**src/source/axil_pkg.sv**
```systemverilog
`default_nettype none

package axil_pkg;

   // Register bus widths
   localparam int ADDR_W = 8;
   localparam int DATA_W = 32;

   typedef logic [ADDR_W-1:0] addr_t;
   typedef logic [DATA_W-1:0] data_t;
   typedef logic [1:0]        resp_t;

   // Every access completes without error
   localparam resp_t RESP_OKAY = 2'b00;

endpackage

`default_nettype wire

```
**src/source/uart_pkg.sv**
```systemverilog
`default_nettype none

package uart_pkg;

   typedef logic [7:0] byte_t;

   ////////////////////////////////////////////////////////////////////////////
   // Register map, word addresses
   ////////////////////////////////////////////////////////////////////////////
   localparam logic [7:0] A_STATUS = 8'h00;
   localparam logic [7:0] A_INTENA = 8'h04;
   localparam logic [7:0] A_TXD    = 8'h08;
   localparam logic [7:0] A_RXD    = 8'h0C;

   // STATUS bits
   localparam int ST_RX_EMPTY = 0;
   localparam int ST_TX_FULL  = 8;
   localparam int ST_TX_EMPTY = 10;

   // INTENA bits
   localparam int IE_RX = 0;
   localparam int IE_TX = 1;

   ////////////////////////////////////////////////////////////////////////////
   // Serial framing
   ////////////////////////////////////////////////////////////////////////////
   localparam int SAMPLES_PER_BIT = 4;
   localparam int DATA_BITS       = 8;

endpackage

`default_nettype wire

```
**src/source/axil_slave.sv**
```systemverilog
`default_nettype none

module axil_slave
   import axil_pkg::*;
(
   input  wire logic  clk,
   input  wire logic  RST_N,
   input  wire addr_t awaddr,
   input  wire logic  awvalid,
   output logic       awready,
   input  wire data_t wdata,
   input  wire logic  wvalid,
   output logic       wready,
   output logic       bvalid,
   input  wire logic  bready,
   output resp_t      bresp,
   input  wire addr_t araddr,
   input  wire logic  arvalid,
   output logic       arready,
   output logic       rvalid,
   input  wire logic  rready,
   output data_t      rdata,
   output resp_t      rresp,
   output addr_t      reg_addr,
   output logic       reg_wr,
   output data_t      reg_wdata,
   output logic       reg_rd,
   input  wire data_t reg_rdata
);

   typedef enum logic [2:0] {
      S_IDLE,
      S_WDATA,
      S_WACC,
      S_WRESP,
      S_RACC,
      S_RRESP
   } state_t;

   state_t state;
   addr_t  addr_q;
   data_t  wdata_q;

   always_ff @(posedge clk or negedge RST_N) begin
      if (!RST_N) begin
         state <= S_IDLE;
      end else begin
         case (state)
            S_IDLE: begin
               // Write wins when both address channels are valid
               if (awvalid) begin
                  state <= S_WDATA;
               end else if (arvalid) begin
                  state <= S_RACC;
               end
            end
            S_WDATA: begin
               if (wvalid) begin
                  state <= S_WACC;
               end
            end
            S_WACC:  state <= S_WRESP;
            S_WRESP: begin
               if (bready) begin
                  state <= S_IDLE;
               end
            end
            S_RACC:  state <= S_RRESP;
            S_RRESP: begin
               if (rready) begin
                  state <= S_IDLE;
               end
            end
            default: state <= S_IDLE;
         endcase
      end
   end

   always_ff @(posedge clk) begin
      if (state == S_IDLE) begin
         if (awvalid) begin
            addr_q <= awaddr;
         end else if (arvalid) begin
            addr_q <= araddr;
         end
      end
      if (wready && wvalid) begin
         wdata_q <= wdata;
      end
   end

   assign awready = (state == S_IDLE);
   assign arready = (state == S_IDLE) && !awvalid;
   assign wready  = (state == S_WDATA);
   assign bvalid  = (state == S_WRESP);
   assign rvalid  = (state == S_RRESP);
   assign bresp   = RESP_OKAY;
   assign rresp   = RESP_OKAY;

   // Read data held by the register block until the next strobe
   assign rdata = reg_rdata;

   // One strobe per transaction
   assign reg_addr  = addr_q;
   assign reg_wdata = wdata_q;
   assign reg_wr    = (state == S_WACC);
   assign reg_rd    = (state == S_RACC);

endmodule

`default_nettype wire

```
**src/source/uart_ctl.sv**
```systemverilog
`default_nettype none

module uart_ctl
   import axil_pkg::*;
   import uart_pkg::*;
(
   input  wire logic  clk,
   input  wire logic  RST_N,
   input  wire addr_t reg_addr,
   input  wire logic  reg_wr,
   input  wire data_t reg_wdata,
   input  wire logic  reg_rd,
   output data_t      reg_rdata,
   output logic       tx_push,
   output byte_t      tx_byte,
   input  wire logic  tx_full,
   input  wire logic  tx_fifo_empty,
   input  wire logic  tx_busy,
   output logic       rx_pop,
   input  wire byte_t rx_front,
   input  wire logic  rx_empty,
   output logic       interrupt
);

   addr_t word_addr;
   data_t status;
   logic  ie_rx;
   logic  ie_tx;

   // Low address bits ignored
   assign word_addr = {reg_addr[7:2], 2'b00};

   ////////////////////////////////////////////////////////////////////////////
   // Write side
   ////////////////////////////////////////////////////////////////////////////
   always_ff @(posedge clk or negedge RST_N) begin
      if (!RST_N) begin
         ie_rx <= 1'b0;
         ie_tx <= 1'b0;
      end else if (reg_wr && (word_addr == A_INTENA)) begin
         ie_rx <= reg_wdata[IE_RX];
         ie_tx <= reg_wdata[IE_TX];
      end
   end

   // Full FIFO drops the byte
   assign tx_push = reg_wr && (word_addr == A_TXD) && !tx_full;
   assign tx_byte = reg_wdata[7:0];

   ////////////////////////////////////////////////////////////////////////////
   // Read side
   ////////////////////////////////////////////////////////////////////////////
   always_comb begin
      status = '0;
      status[ST_RX_EMPTY] = rx_empty;
      status[ST_TX_FULL]  = tx_full;
      // Empty only once the last frame has left the wire
      status[ST_TX_EMPTY] = tx_fifo_empty && !tx_busy;
   end

   always_ff @(posedge clk) begin
      if (reg_rd) begin
         case (word_addr)
            A_STATUS: reg_rdata <= status;
            A_INTENA: reg_rdata <= data_t'({ie_tx, ie_rx});
            A_RXD:    reg_rdata <= rx_empty ? '0 : data_t'(rx_front);
            default:  reg_rdata <= '0;
         endcase
      end
   end

   // Front byte is captured in the same cycle it is popped
   assign rx_pop = reg_rd && (word_addr == A_RXD) && !rx_empty;

   assign interrupt = (ie_tx && tx_full) || (ie_rx && rx_empty);

endmodule

`default_nettype wire

```
**src/source/byte_fifo.sv**
```systemverilog
`default_nettype none

module byte_fifo
   import uart_pkg::*;
#(
   parameter int FIFO_AW = 4
)
(
   input  wire logic  clk,
   input  wire logic  RST_N,
   input  wire logic  push,
   input  wire byte_t push_data,
   output logic       full,
   input  wire logic  pop,
   output byte_t      pop_data,
   output logic       empty
);

   localparam int DEPTH = 2 ** FIFO_AW;

   byte_t              mem [DEPTH];
   logic [FIFO_AW:0]   wr_ptr;
   logic [FIFO_AW:0]   rd_ptr;
   logic               do_push;
   logic               do_pop;

   assign do_push = push && !full;
   assign do_pop  = pop && !empty;

   // Extra wrap bit tells full from empty
   assign empty = (wr_ptr == rd_ptr);
   assign full  = (wr_ptr[FIFO_AW] != rd_ptr[FIFO_AW]) &&
                  (wr_ptr[FIFO_AW-1:0] == rd_ptr[FIFO_AW-1:0]);

   always_ff @(posedge clk or negedge RST_N) begin
      if (!RST_N) begin
         wr_ptr <= '0;
         rd_ptr <= '0;
      end else begin
         if (do_push) begin
            wr_ptr <= wr_ptr + 1'b1;
         end
         if (do_pop) begin
            rd_ptr <= rd_ptr + 1'b1;
         end
      end
   end

   always_ff @(posedge clk) begin
      if (do_push) begin
         mem[wr_ptr[FIFO_AW-1:0]] <= push_data;
      end
   end

   // Show-ahead read
   assign pop_data = mem[rd_ptr[FIFO_AW-1:0]];

endmodule

`default_nettype wire

```
**src/source/baud_tick.sv**
```systemverilog
`default_nettype none

module baud_tick #(
   parameter int CLKS_PER_TICK = 4
)
(
   input  wire logic clk,
   input  wire logic RST_N,
   output logic      tick
);

   localparam int CW = (CLKS_PER_TICK > 1) ? $clog2(CLKS_PER_TICK) : 1;

   logic [CW-1:0] cnt;

   always_ff @(posedge clk or negedge RST_N) begin
      if (!RST_N) begin
         cnt  <= '0;
         tick <= 1'b0;
      end else if (cnt == CW'(CLKS_PER_TICK - 1)) begin
         cnt  <= '0;
         tick <= 1'b1;
      end else begin
         cnt  <= cnt + 1'b1;
         tick <= 1'b0;
      end
   end

endmodule

`default_nettype wire

```
**src/source/uart_tx.sv**
```systemverilog
`default_nettype none

module uart_tx
   import uart_pkg::*;
(
   input  wire logic  clk,
   input  wire logic  RST_N,
   input  wire logic  tick,
   input  wire logic  fifo_empty,
   input  wire byte_t data,
   output logic       pop,
   output logic       busy,
   output logic       txd
);

   localparam int SW = $clog2(SAMPLES_PER_BIT);
   localparam int BW = $clog2(DATA_BITS);

   typedef enum logic [1:0] {S_IDLE, S_START, S_DATA, S_STOP} state_t;

   state_t        state;
   logic [SW-1:0] smp;
   logic [BW-1:0] bit_cnt;
   byte_t         shreg;
   logic          bit_end;

   assign bit_end = tick && (smp == SW'(SAMPLES_PER_BIT - 1));

   // Load on a tick so every bit spans whole tick periods
   assign pop  = (state == S_IDLE) && tick && !fifo_empty;
   assign busy = (state != S_IDLE);

   always_ff @(posedge clk or negedge RST_N) begin
      if (!RST_N) begin
         state   <= S_IDLE;
         smp     <= '0;
         bit_cnt <= '0;
         txd     <= 1'b1;
      end else begin
         if (state == S_IDLE) begin
            smp <= '0;
         end else if (tick) begin
            smp <= bit_end ? '0 : smp + 1'b1;
         end
         case (state)
            S_IDLE: begin
               if (pop) begin
                  state <= S_START;
                  txd   <= 1'b0;
               end
            end
            S_START: begin
               if (bit_end) begin
                  state   <= S_DATA;
                  bit_cnt <= '0;
                  txd     <= shreg[0];
               end
            end
            S_DATA: begin
               if (bit_end) begin
                  if (bit_cnt == BW'(DATA_BITS - 1)) begin
                     state <= S_STOP;
                     txd   <= 1'b1;
                  end else begin
                     bit_cnt <= bit_cnt + 1'b1;
                     txd     <= shreg[0];
                  end
               end
            end
            S_STOP: begin
               if (bit_end) begin
                  state <= S_IDLE;
               end
            end
            default: state <= S_IDLE;
         endcase
      end
   end

   // LSB first
   always_ff @(posedge clk) begin
      if (pop) begin
         shreg <= data;
      end else if (bit_end && (state == S_START || state == S_DATA)) begin
         shreg <= shreg >> 1;
      end
   end

endmodule

`default_nettype wire

```
**src/source/uart_rx.sv**
```systemverilog
`default_nettype none

module uart_rx
   import uart_pkg::*;
(
   input  wire logic clk,
   input  wire logic RST_N,
   input  wire logic tick,
   input  wire logic rxd,
   output logic      valid,
   output byte_t     data
);

   localparam int SW = $clog2(SAMPLES_PER_BIT);
   localparam int BW = $clog2(DATA_BITS);

   typedef enum logic [1:0] {S_IDLE, S_START, S_DATA, S_STOP} state_t;

   state_t        state;
   logic          rxd_meta;
   logic          rxd_sync;
   logic          rxd_last;
   logic [SW-1:0] smp;
   logic [BW-1:0] bit_cnt;
   byte_t         shreg;
   logic          fall;
   logic          sample;

   ////////////////////////////////////////////////////////////////////////////
   // Synchronizer and edge detect
   ////////////////////////////////////////////////////////////////////////////
   always_ff @(posedge clk or negedge RST_N) begin
      if (!RST_N) begin
         rxd_meta <= 1'b1;
         rxd_sync <= 1'b1;
         rxd_last <= 1'b1;
      end else begin
         rxd_meta <= rxd;
         rxd_sync <= rxd_meta;
         rxd_last <= rxd_sync;
      end
   end

   assign fall = (state == S_IDLE) && rxd_last && !rxd_sync;

   // Sample near mid-bit, half a bit after the phase restart
   assign sample = tick && (smp == SW'(SAMPLES_PER_BIT / 2 - 1));

   always_ff @(posedge clk or negedge RST_N) begin
      if (!RST_N) begin
         state   <= S_IDLE;
         smp     <= '0;
         bit_cnt <= '0;
         valid   <= 1'b0;
      end else begin
         valid <= 1'b0;
         if (fall) begin
            smp <= '0;
         end else if (tick) begin
            smp <= (smp == SW'(SAMPLES_PER_BIT - 1)) ? '0 : smp + 1'b1;
         end
         case (state)
            S_IDLE: begin
               if (fall) begin
                  state <= S_START;
               end
            end
            S_START: begin
               if (sample) begin
                  // Glitch, not a start bit
                  state   <= rxd_sync ? S_IDLE : S_DATA;
                  bit_cnt <= '0;
               end
            end
            S_DATA: begin
               if (sample) begin
                  if (bit_cnt == BW'(DATA_BITS - 1)) begin
                     state <= S_STOP;
                  end else begin
                     bit_cnt <= bit_cnt + 1'b1;
                  end
               end
            end
            S_STOP: begin
               if (sample) begin
                  state <= S_IDLE;
                  // Framing error drops the byte
                  valid <= rxd_sync;
               end
            end
            default: state <= S_IDLE;
         endcase
      end
   end

   always_ff @(posedge clk) begin
      if (sample && state == S_DATA) begin
         shreg <= {rxd_sync, shreg[DATA_BITS-1:1]};
      end
   end

   assign data = shreg;

endmodule

`default_nettype wire

```
**src/source/uart_axil_top.sv**
```systemverilog
`default_nettype none

module uart_axil_top
   import axil_pkg::*;
   import uart_pkg::*;
#(
   parameter int CLKS_PER_TICK = 4,
   parameter int FIFO_AW       = 4
)
(
   input  wire logic  clk,
   input  wire logic  RST_N,
   input  wire addr_t awaddr,
   input  wire logic  awvalid,
   output logic       awready,
   input  wire data_t wdata,
   input  wire logic  wvalid,
   output logic       wready,
   output logic       bvalid,
   input  wire logic  bready,
   output resp_t      bresp,
   input  wire addr_t araddr,
   input  wire logic  arvalid,
   output logic       arready,
   output logic       rvalid,
   input  wire logic  rready,
   output data_t      rdata,
   output resp_t      rresp,
   output logic       interrupt,
   input  wire logic  rxd,
   output logic       txd
);

   addr_t reg_addr;
   logic  reg_wr;
   data_t reg_wdata;
   logic  reg_rd;
   data_t reg_rdata;

   logic  tx_push;
   byte_t tx_byte;
   logic  tx_full;
   logic  tx_fifo_empty;
   logic  tx_pop;
   byte_t tx_front;
   logic  tx_busy;

   logic  rx_valid;
   byte_t rx_byte;
   logic  rx_pop;
   byte_t rx_front;
   logic  rx_empty;

   logic  tick;

   ////////////////////////////////////////////////////////////////////////////
   // Bus and register block
   ////////////////////////////////////////////////////////////////////////////
   axil_slave u_axil_slave (
      .clk       (clk),
      .RST_N     (RST_N),
      .awaddr    (awaddr),
      .awvalid   (awvalid),
      .awready   (awready),
      .wdata     (wdata),
      .wvalid    (wvalid),
      .wready    (wready),
      .bvalid    (bvalid),
      .bready    (bready),
      .bresp     (bresp),
      .araddr    (araddr),
      .arvalid   (arvalid),
      .arready   (arready),
      .rvalid    (rvalid),
      .rready    (rready),
      .rdata     (rdata),
      .rresp     (rresp),
      .reg_addr  (reg_addr),
      .reg_wr    (reg_wr),
      .reg_wdata (reg_wdata),
      .reg_rd    (reg_rd),
      .reg_rdata (reg_rdata)
   );

   uart_ctl u_uart_ctl (
      .clk           (clk),
      .RST_N         (RST_N),
      .reg_addr      (reg_addr),
      .reg_wr        (reg_wr),
      .reg_wdata     (reg_wdata),
      .reg_rd        (reg_rd),
      .reg_rdata     (reg_rdata),
      .tx_push       (tx_push),
      .tx_byte       (tx_byte),
      .tx_full       (tx_full),
      .tx_fifo_empty (tx_fifo_empty),
      .tx_busy       (tx_busy),
      .rx_pop        (rx_pop),
      .rx_front      (rx_front),
      .rx_empty      (rx_empty),
      .interrupt     (interrupt)
   );

   ////////////////////////////////////////////////////////////////////////////
   // FIFOs and serial side
   ////////////////////////////////////////////////////////////////////////////
   byte_fifo #(.FIFO_AW(FIFO_AW)) u_tx_fifo (
      .clk       (clk),
      .RST_N     (RST_N),
      .push      (tx_push),
      .push_data (tx_byte),
      .full      (tx_full),
      .pop       (tx_pop),
      .pop_data  (tx_front),
      .empty     (tx_fifo_empty)
   );

   // Overflow handled inside the FIFO
   byte_fifo #(.FIFO_AW(FIFO_AW)) u_rx_fifo (
      .clk       (clk),
      .RST_N     (RST_N),
      .push      (rx_valid),
      .push_data (rx_byte),
      .full      (),
      .pop       (rx_pop),
      .pop_data  (rx_front),
      .empty     (rx_empty)
   );

   baud_tick #(.CLKS_PER_TICK(CLKS_PER_TICK)) u_baud_tick (
      .clk   (clk),
      .RST_N (RST_N),
      .tick  (tick)
   );

   uart_tx u_uart_tx (
      .clk        (clk),
      .RST_N      (RST_N),
      .tick       (tick),
      .fifo_empty (tx_fifo_empty),
      .data       (tx_front),
      .pop        (tx_pop),
      .busy       (tx_busy),
      .txd        (txd)
   );

   uart_rx u_uart_rx (
      .clk   (clk),
      .RST_N (RST_N),
      .tick  (tick),
      .rxd   (rxd),
      .valid (rx_valid),
      .data  (rx_byte)
   );

endmodule

`default_nettype wire

```
**config.mk**
```make
export PLATFORM = sky130hd
export DESIGN_NAME = uart_axil_top
export DESIGN_NICKNAME = d
export VERILOG_FILES = /design/src/source/axil_pkg.sv /design/src/source/uart_pkg.sv /design/src/source/axil_slave.sv /design/src/source/uart_ctl.sv /design/src/source/byte_fifo.sv /design/src/source/baud_tick.sv /design/src/source/uart_tx.sv /design/src/source/uart_rx.sv /design/src/source/uart_axil_top.sv
export SDC_FILE = /design/constraint.sdc
export NUM_CORES = 1
export LEC_CHECK = 0
export BUFFER_PORTS_ARGS = -buffer_cell sky130_fd_sc_hd__clkbuf_2
export CAP_MARGIN = 10
export CORE_AREA = 4 4 194 196
export DETAILED_ROUTE_END_ITERATION = 10
export DIE_AREA = 0 0 198 200
export MAX_ROUTING_LAYER = met4
export SYNTH_ARGS = -nofsm -noshare
export SYNTH_HDL_FRONTEND = slang
export SYNTH_SLANG_ARGS = --single-unit
```
**constraint.sdc**
```tcl
create_clock -name clk -period 3.9 [get_ports clk]
set_input_delay 0.39 -clock clk [delete_from_list [all_inputs] [get_ports clk]]
set_output_delay 0.39 -clock clk [all_outputs]
set_load 0.005 [all_outputs]
```
# After elaboration in Yosys (flattened, before gate mapping)
# Memories as Yosys holds them, arrays and structs flattened.
# Cells that the tools add are included.
dict set report word_totals {
  romBits 0
  word_cells 182
  out_inout_bits 43
  n_memories 2
  reg_bits 111
  ram_bits 256
  latch_bits 0
}
dict set report op_classes {
  eq_ne 42
  n_bitwise 0
  n_lt_le_gt_ge 0
  n_mux 52
  n_addsub 9
  reduce_logical 52
  div_mod_pow 0
  mul 0
  n_shift 0
}
# name depth word_bits rd rd_clocked_by_memory_dff wr line_no
set mem_list {}
lappend mem_list {u_rx_fifo.mem 16 8 1 0 1 byte_fifo.sv:21} ;# byte_t mem [DEPTH];
lappend mem_list {u_tx_fifo.mem 16 8 1 0 1 byte_fifo.sv:21}
# op n
set ops {}
lappend ops {{32-bit one-hot mux with 3 select lines} 1}
lappend ops {{8-bit two-way mux} 5}
lappend ops {{2-bit two-way mux} 18}
lappend ops {{3-bit two-way mux} 11}
lappend ops {{1-bit logical AND} 24}
lappend ops {{2-bit by 1-bit inequality test with 1-bit output, second input constant} 11}
lappend ops {{5-bit by 1-bit adder with 5-bit output, second input constant} 4}
lappend ops {{3-bit one-hot mux with 6 select lines} 1}
lappend ops {{2-bit one-hot mux with 4 select lines} 2}
lappend ops {{4-bit AND reduction} 4}
lappend ops {{2-bit equality test, second input constant} 7}
lappend ops {{2-bit nonzero test} 7}
lappend ops {{3-bit equality test, second input constant} 4}
lappend ops {{6-bit by 2-bit equality test with 1-bit output, second input constant} 2}
lappend ops {{3-bit one-hot mux with 2 select lines} 2}
lappend ops {{1-bit two-way mux} 11}
lappend ops {{5-bit equality test} 2}
lappend ops {{5-bit AND reduction} 2}
lappend ops {{4-bit equality test} 2}
lappend ops {{8-bit logical NOT} 1}
lappend ops {{2-bit inequality test, second input constant} 4}
lappend ops {{1-bit logical NOT} 7}
lappend ops {{2-bit by 1-bit adder with 2-bit output, second input constant} 3}
lappend ops {{3-bit by 1-bit adder with 3-bit output, second input constant} 2}
lappend ops {{12 further kinds} 18}

# Logic depth before layout (Yosys ltp)
dict set report logic_depth {
  depth_word 7
  depth_mapped 8
  ltp_nobuf 7
}

# Cells and area by module
# Synthesis repeated with hierarchy kept, for this count alone.
dict set report hier_totals {
  hier_cells 868
  area_unflattened_um2 15666.3
}
# mod n_inst area_each_um2 cells_each
set modules_own_cells {}
lappend modules_own_cells {{byte_fifo at u_tx_fifo} 1 5620.4 280}
lappend modules_own_cells {{byte_fifo at u_rx_fifo} 1 5611.6 278}
lappend modules_own_cells {axil_slave 1 1858.0 116}
lappend modules_own_cells {uart_tx 1 918.4 68}
lappend modules_own_cells {uart_ctl 1 788.3 71}
lappend modules_own_cells {uart_rx 1 778.2 50}
lappend modules_own_cells {baud_tick 1 91.3 5}

# Worst setup path after synthesis
# Ideal clock, no wire load.
dict set report synth_timing {
  path_type {reg-to-reg}
  startpoint {register u_rx_fifo.rd_ptr[1]}
  endpoint {memory u_rx_fifo.mem[3][0] in the netlist's numbering, enable pin}
  n_path_buf 1
  t_arrival_ps 1932
  setup_slack_ps 1584
  stages_incl_launch_ff 7
  setup_ps 383
  required_ps 3517
  cell_sequence {dfrtp_1 buf_2 xor2_1 nor4_4 a21boi_2 nand2_1 nor3_1}
}
dict set report synth_via {
  elab_chain_cells 6
}
# item line_no
set synth_lines {}
lappend synth_lines {{start, declared} byte_fifo.sv:23} ;# logic [FIFO_AW:0] rd_ptr;
lappend synth_lines {{start signal, assigned} byte_fifo.sv:44} ;# rd_ptr <= rd_ptr + 1'b1;
lappend synth_lines {{4-bit equality test} byte_fifo.sv:33} ;# (wr_ptr[FIFO_AW-1:0] == rd_ptr[FIFO_AW-1:0]);
lappend synth_lines {{1-bit logical AND} byte_fifo.sv:32} ;# assign full = (wr_ptr[FIFO_AW] != rd_ptr[FIFO_AW]) &&
lappend synth_lines {{1-bit logical NOT} byte_fifo.sv:27} ;# assign do_push = push && !full;
lappend synth_lines {{1-bit logical AND} byte_fifo.sv:27}
lappend synth_lines {{1-bit two-way mux} byte_fifo.sv:50} ;# if (do_push) begin
lappend synth_lines {{1-bit two-way mux (not written as such)} byte_fifo.sv:51} ;# mem[wr_ptr[FIFO_AW-1:0]] <= push_data;
lappend synth_lines {{end, declared} byte_fifo.sv:21}
# Every way passes these cells.

# Worst setup path in the final report
dict set report layout_timing {
  startpoint {register u_rx_fifo.rd_ptr[3]}
  endpoint {memory u_rx_fifo.mem[13][5] in the netlist's numbering, enable pin}
}
# Same word-level chain as after synthesis.

==> metrics.md <==
| Metric | Value |
|---|---|
| Number of ports placed on the die boundary | `a little under 100` |
| Logic gate share of total power | `between 10% and 20%` |
| Wire length per cell after detailed routing | `19.7 um` |
| Estimated wirelength of the detail-placed design | `around 17000 um` |
| Maximum buffer depth of the clock tree | `3` |
| Top-count cell post-synth | `sky130_fd_sc_hd__edfxtp_1` |
| Total placed cells including tap cells | `1313` |
| Category of the worst setup path capture point | `flop` |
| Count of clock tree sinks | `roughly 340` |
| Post-route setup TNS | `0 ns` |
| Clock share of power | `between 30% and 40%` |
| Post-synth top area share | `between 60% and 70%` |
| Switching fraction of total power | `about a quarter` |
| TritonCTS clock tree | `done` |
| Number of buffers added to fix hold violations after cts | `2` |
| Post-synthesis instance area | `0.0143 mm^2` |
| Number of endpoints with negative hold slack in the final report | `0` |
| Die Width | `roughly 200 um` |
| Routed wire length | `around 27000 um` |
| Critical Setup Path Class | `flop to flop` |
| Period utilization | `approximately three quarters` |
| Avg Synthesized Cell Area | `approximately 17 um^2` |
| Total Die Area | `0.0396 mm^2` |
| Residual DRC count | `0` |
| IR Drop Worst-Case VDD | `roughly 0.26 mV` |
| Slew margin rel. | `around a quarter` |
| Deepest level of the CTS H-tree | `2` |
| Flop2flop setup slack | `around 1 ns` |
| Number of enable flip-flop cells after synthesis | `296` |
| Count of distinct cell types in the synthesized netlist | `55` |
| Post-synthesis sequential element count | `~340` |
| CP required | `between 4 and 5 ns` |
| Classification of the worst-slack hold path | `input pin to flop` |
| Latest clock arrival within the worst-skew pair | `~0.52 ns` |
| Inserted Clock Buffers | `36` |
| Sequential power share | `~48%` |
| Max Clock Skew | `roughly 0.017 ns` |
| Antenna diode count | `0` |
| Setup WS pre-CTS | `approximately 0.95 ns` |
| Number of setup violations in the final report | `0` |
| Worst-margin pin slew | `1.11 ns` |
| Iteration count of the initial detailed-routing pass | `5` |
| Chip height | `200 um` |
| Final cell count without fillers | `around 1.4k` |
| Resized cells post-CTS | `0` |
| Sum of overflow across all layers after global routing | `0` |
| Clock-pin transition on the worst setup and hold timing paths | `0.06 ns` |
| Overall power | `approximately 9500 uW` |
| Total count of max-transition violations in the final report | `0` |
| Prevailing post-synth register cell | `sky130_fd_sc_hd__edfxtp_1` |
| Final worst setup slack | `~1 ns` |
| Via Count | `between 7k and 8k` |
| Reported leakage power | `roughly 0.0056 uW` |
| Net switching power figure | `~2300 uW` |
| Core Region | `about 0.036 mm^2` |
| Pin count of the biggest net entering global routing | `37` |
| Drt initial violations | `between 500 and 600` |
| Run status | `complete, no violations` |
| Most numerous cell types in the synthesized netlist | `sky130_fd_sc_hd__edfxtp_1, sky130_fd_sc_hd__mux4_2, sky130_fd_sc_hd__dfrtp_1, sky130_fd_sc_hd__nand2_1, sky130_fd_sc_hd__nor2_1` |
| Cell internal power dissipation | `7170 uW` |
| Max Clk Rate | `344 MHz` |
| Sequential-to-total area share from yosys stat | `a little over two thirds` |
| Post-CTS Setup Repair Bufs | `0` |
| Number of nets in the final layout | `963` |
| Initial core utilization | `between 30% and 40%` |
| Wire length of the first global-routing pass | `approximately 43000 um` |
| Post-DR vias/cell | `about 5.2` |
| Layout overhead on the synthesized area | `13.5%` |
| I/O Buffers | `44` |
| Max FO, Critical Path | `16` |
| Number of nets with antenna violations after detailed routing | `0` |
| Post-layout min period | `slightly below 3 ns` |
| Cell at the root of the clock tree | `sky130_fd_sc_hd__clkbuf_16` |
| Share of cells above drive strength 1 | `around a fifth` |
| Async S/R FF share, synth | `between 10 and 15%` |
| Global Route Usage Sum | `about 14%` |
| Yosys warns | `0` |
| Via count of the first global-routing pass | `between 7k and 8k` |
| Cells after synthesis | `roughly 830` |
| Placer congestion estimate | `between 0.7 and 0.8` |
| Kind of launch point of the worst setup path | `flop` |
| Number of rows created at floorplan | `70` |
| Fin Hold WS | `between 0.05 and 0.06 ns` |
| Area leader, netlist | `sky130_fd_sc_hd__edfxtp_1` |
| Worst path arrival time | `roughly 3.0 ns` |
| Cells taking the most area after synthesis | `sky130_fd_sc_hd__edfxtp_1, sky130_fd_sc_hd__dfrtp_1, sky130_fd_sc_hd__mux4_2` |
| Power per standard cell area | `586 mW/mm^2` |
| Number of antenna violations at the first check in global routing | `0` |
| Total of max-cap violations | `0` |
| Setup repair after global routing missed its margin | `no` |
[sequential cells by signal (all words and copies together), names as in the netlist, 6 cells and up, named ones only]
name and count:
u_axil_slave.reg_addr 6, u_axil_slave.reg_wdata 8, u_rx_fifo.mem 128, u_tx_fifo.mem 128
u_uart_ctl.reg_rdata 10, u_uart_rx.data 8, u_uart_tx.shreg 8
[critical path: stages (launching register included)]
cell	delay [ns]
sky130_fd_sc_hd__dfrtp_1	0.83
sky130_fd_sc_hd__xor2_1	0.29
sky130_fd_sc_hd__nor4_4	0.09
sky130_fd_sc_hd__a21boi_2	0.37
sky130_fd_sc_hd__nand2_1	0.21
sky130_fd_sc_hd__nor2_1	0.72
[layout make-up]
cell class / instances / area, um^2
clock inverter: 20 / 323
tap: 468 / 586
sequential: 343 / 10100
fill: 3137 / 19900
multi-input combinational: 426 / 3800
timing repair buffer: 63 / 368
inverter: 15 / 56.3
clock buffer: 43 / 978
[cell families (layout without fill, tap and decap cells)]
| group | after synthesis | in the layout | synth area share (%) |
|---|---|---|---|
| fa+ha+maj | 22 | 22 | 1.93 |
| compound gates | 82 | 82 | 3.70 |
| other cells | 1 | 26 | 0.0263 |
| mux | 105 | 105 | 12.7 |
| buf+inv | 84 | 141 | 3.42 |
| simple gates | 164 | 164 | 5.99 |
| xor+xnor | 27 | 27 | 1.66 |
| flops | 343 | 343 | 70.6 |
[through the flow]
step	cell area (um^2)	utilization [%]
finish	16200	44.8
global route	16200	44.8
global placement	14900	41.2
floorplan	14400	-
CTS	16200	44.8
detailed placement	14900	41.2
[worst paths after layout]
check	start	to	cells after the start
worst max-delay path	u_rx_fifo.rd_ptr[3]	u_rx_fifo.mem[13][5]	5
worst max register to register	u_rx_fifo.rd_ptr[3]	u_rx_fifo.mem[13][5]	5
worst min register to register	u_uart_rx.rxd_meta	u_uart_rx.rxd_sync	0
max in group asynchronous	RST_N	u_uart_tx.txd	3
worst min-delay path	wdata[4]	u_axil_slave.reg_wdata[4]	1
min in group asynchronous	RST_N	u_uart_tx.bit_cnt[1]	2
[power by group through the flow]
stage               Clock, uW  Combinational [uW]  Sequential [uW]
global placement            0                1220             4600
detailed placement          0                1230             4610
floorplan                   0                1010             4440
CTS                      3830                1240             4530
global route             3990                1380             4570
finish                   3740                1220             4530
[cell usage in the layout, fill, tap and decap left out, types with 4 or more instances in the layout]
| master | synthesis | final |
|---|---|---|
| sky130_fd_sc_hd__clkbuf_16 | 0 | 37 |
| sky130_fd_sc_hd__nor2b_1 | 7 | 7 |
| sky130_fd_sc_hd__mux2i_1 | 36 | 36 |
| sky130_fd_sc_hd__a31oi_1 | 8 | 8 |
| sky130_fd_sc_hd__a21oi_1 | 23 | 23 |
| sky130_fd_sc_hd__mux4_2 | 46 | 46 |
| sky130_fd_sc_hd__nor2_1 | 40 | 40 |
| sky130_fd_sc_hd__nand4_1 | 5 | 5 |
| sky130_fd_sc_hd__o21ai_0 | 14 | 14 |
| sky130_fd_sc_hd__edfxtp_1 | 296 | 296 |
| sky130_fd_sc_hd__nor3b_1 | 4 | 4 |
| sky130_fd_sc_hd__nor2b_4 | 4 | 4 |
| sky130_fd_sc_hd__ha_1 | 22 | 22 |
| sky130_fd_sc_hd__inv_1 | 14 | 14 |
| sky130_fd_sc_hd__mux2_2 | 13 | 13 |
| sky130_fd_sc_hd__conb_1 | 1 | 26 |
| sky130_fd_sc_hd__nor3_1 | 15 | 15 |
| sky130_fd_sc_hd__and2_1 | 4 | 4 |
| sky130_fd_sc_hd__a22oi_1 | 17 | 17 |
| sky130_fd_sc_hd__nand3_1 | 8 | 8 |
| sky130_fd_sc_hd__bufinv_16 | 0 | 9 |
| sky130_fd_sc_hd__xnor2_1 | 14 | 14 |
| sky130_fd_sc_hd__dfstp_2 | 4 | 4 |
| sky130_fd_sc_hd__clkinv_1 | 1 | 7 |
| sky130_fd_sc_hd__and3_1 | 17 | 17 |
| sky130_fd_sc_hd__dfrtp_1 | 43 | 41 |
| sky130_fd_sc_hd__buf_4 | 27 | 17 |
| sky130_fd_sc_hd__mux4_1 | 10 | 10 |
| sky130_fd_sc_hd__xor2_1 | 13 | 13 |
| sky130_fd_sc_hd__nand2b_1 | 4 | 4 |
| sky130_fd_sc_hd__nand2_1 | 43 | 43 |
| sky130_fd_sc_hd__clkbuf_2 | 0 | 44 |
[layer usage]
layer / part of all wire, % / vias to the layer above / global-route usage, %
li1: - / 3278 / -
met1: 47 / 3646 / 20.7
met2: 46 / 162 / 21.7
met3: 4.6 / 47 / 2.32
met4: 2.0 / 0 / 3.77
met5: 0 / - / -
Note: power is estimated with default switching activity, not from simulation.
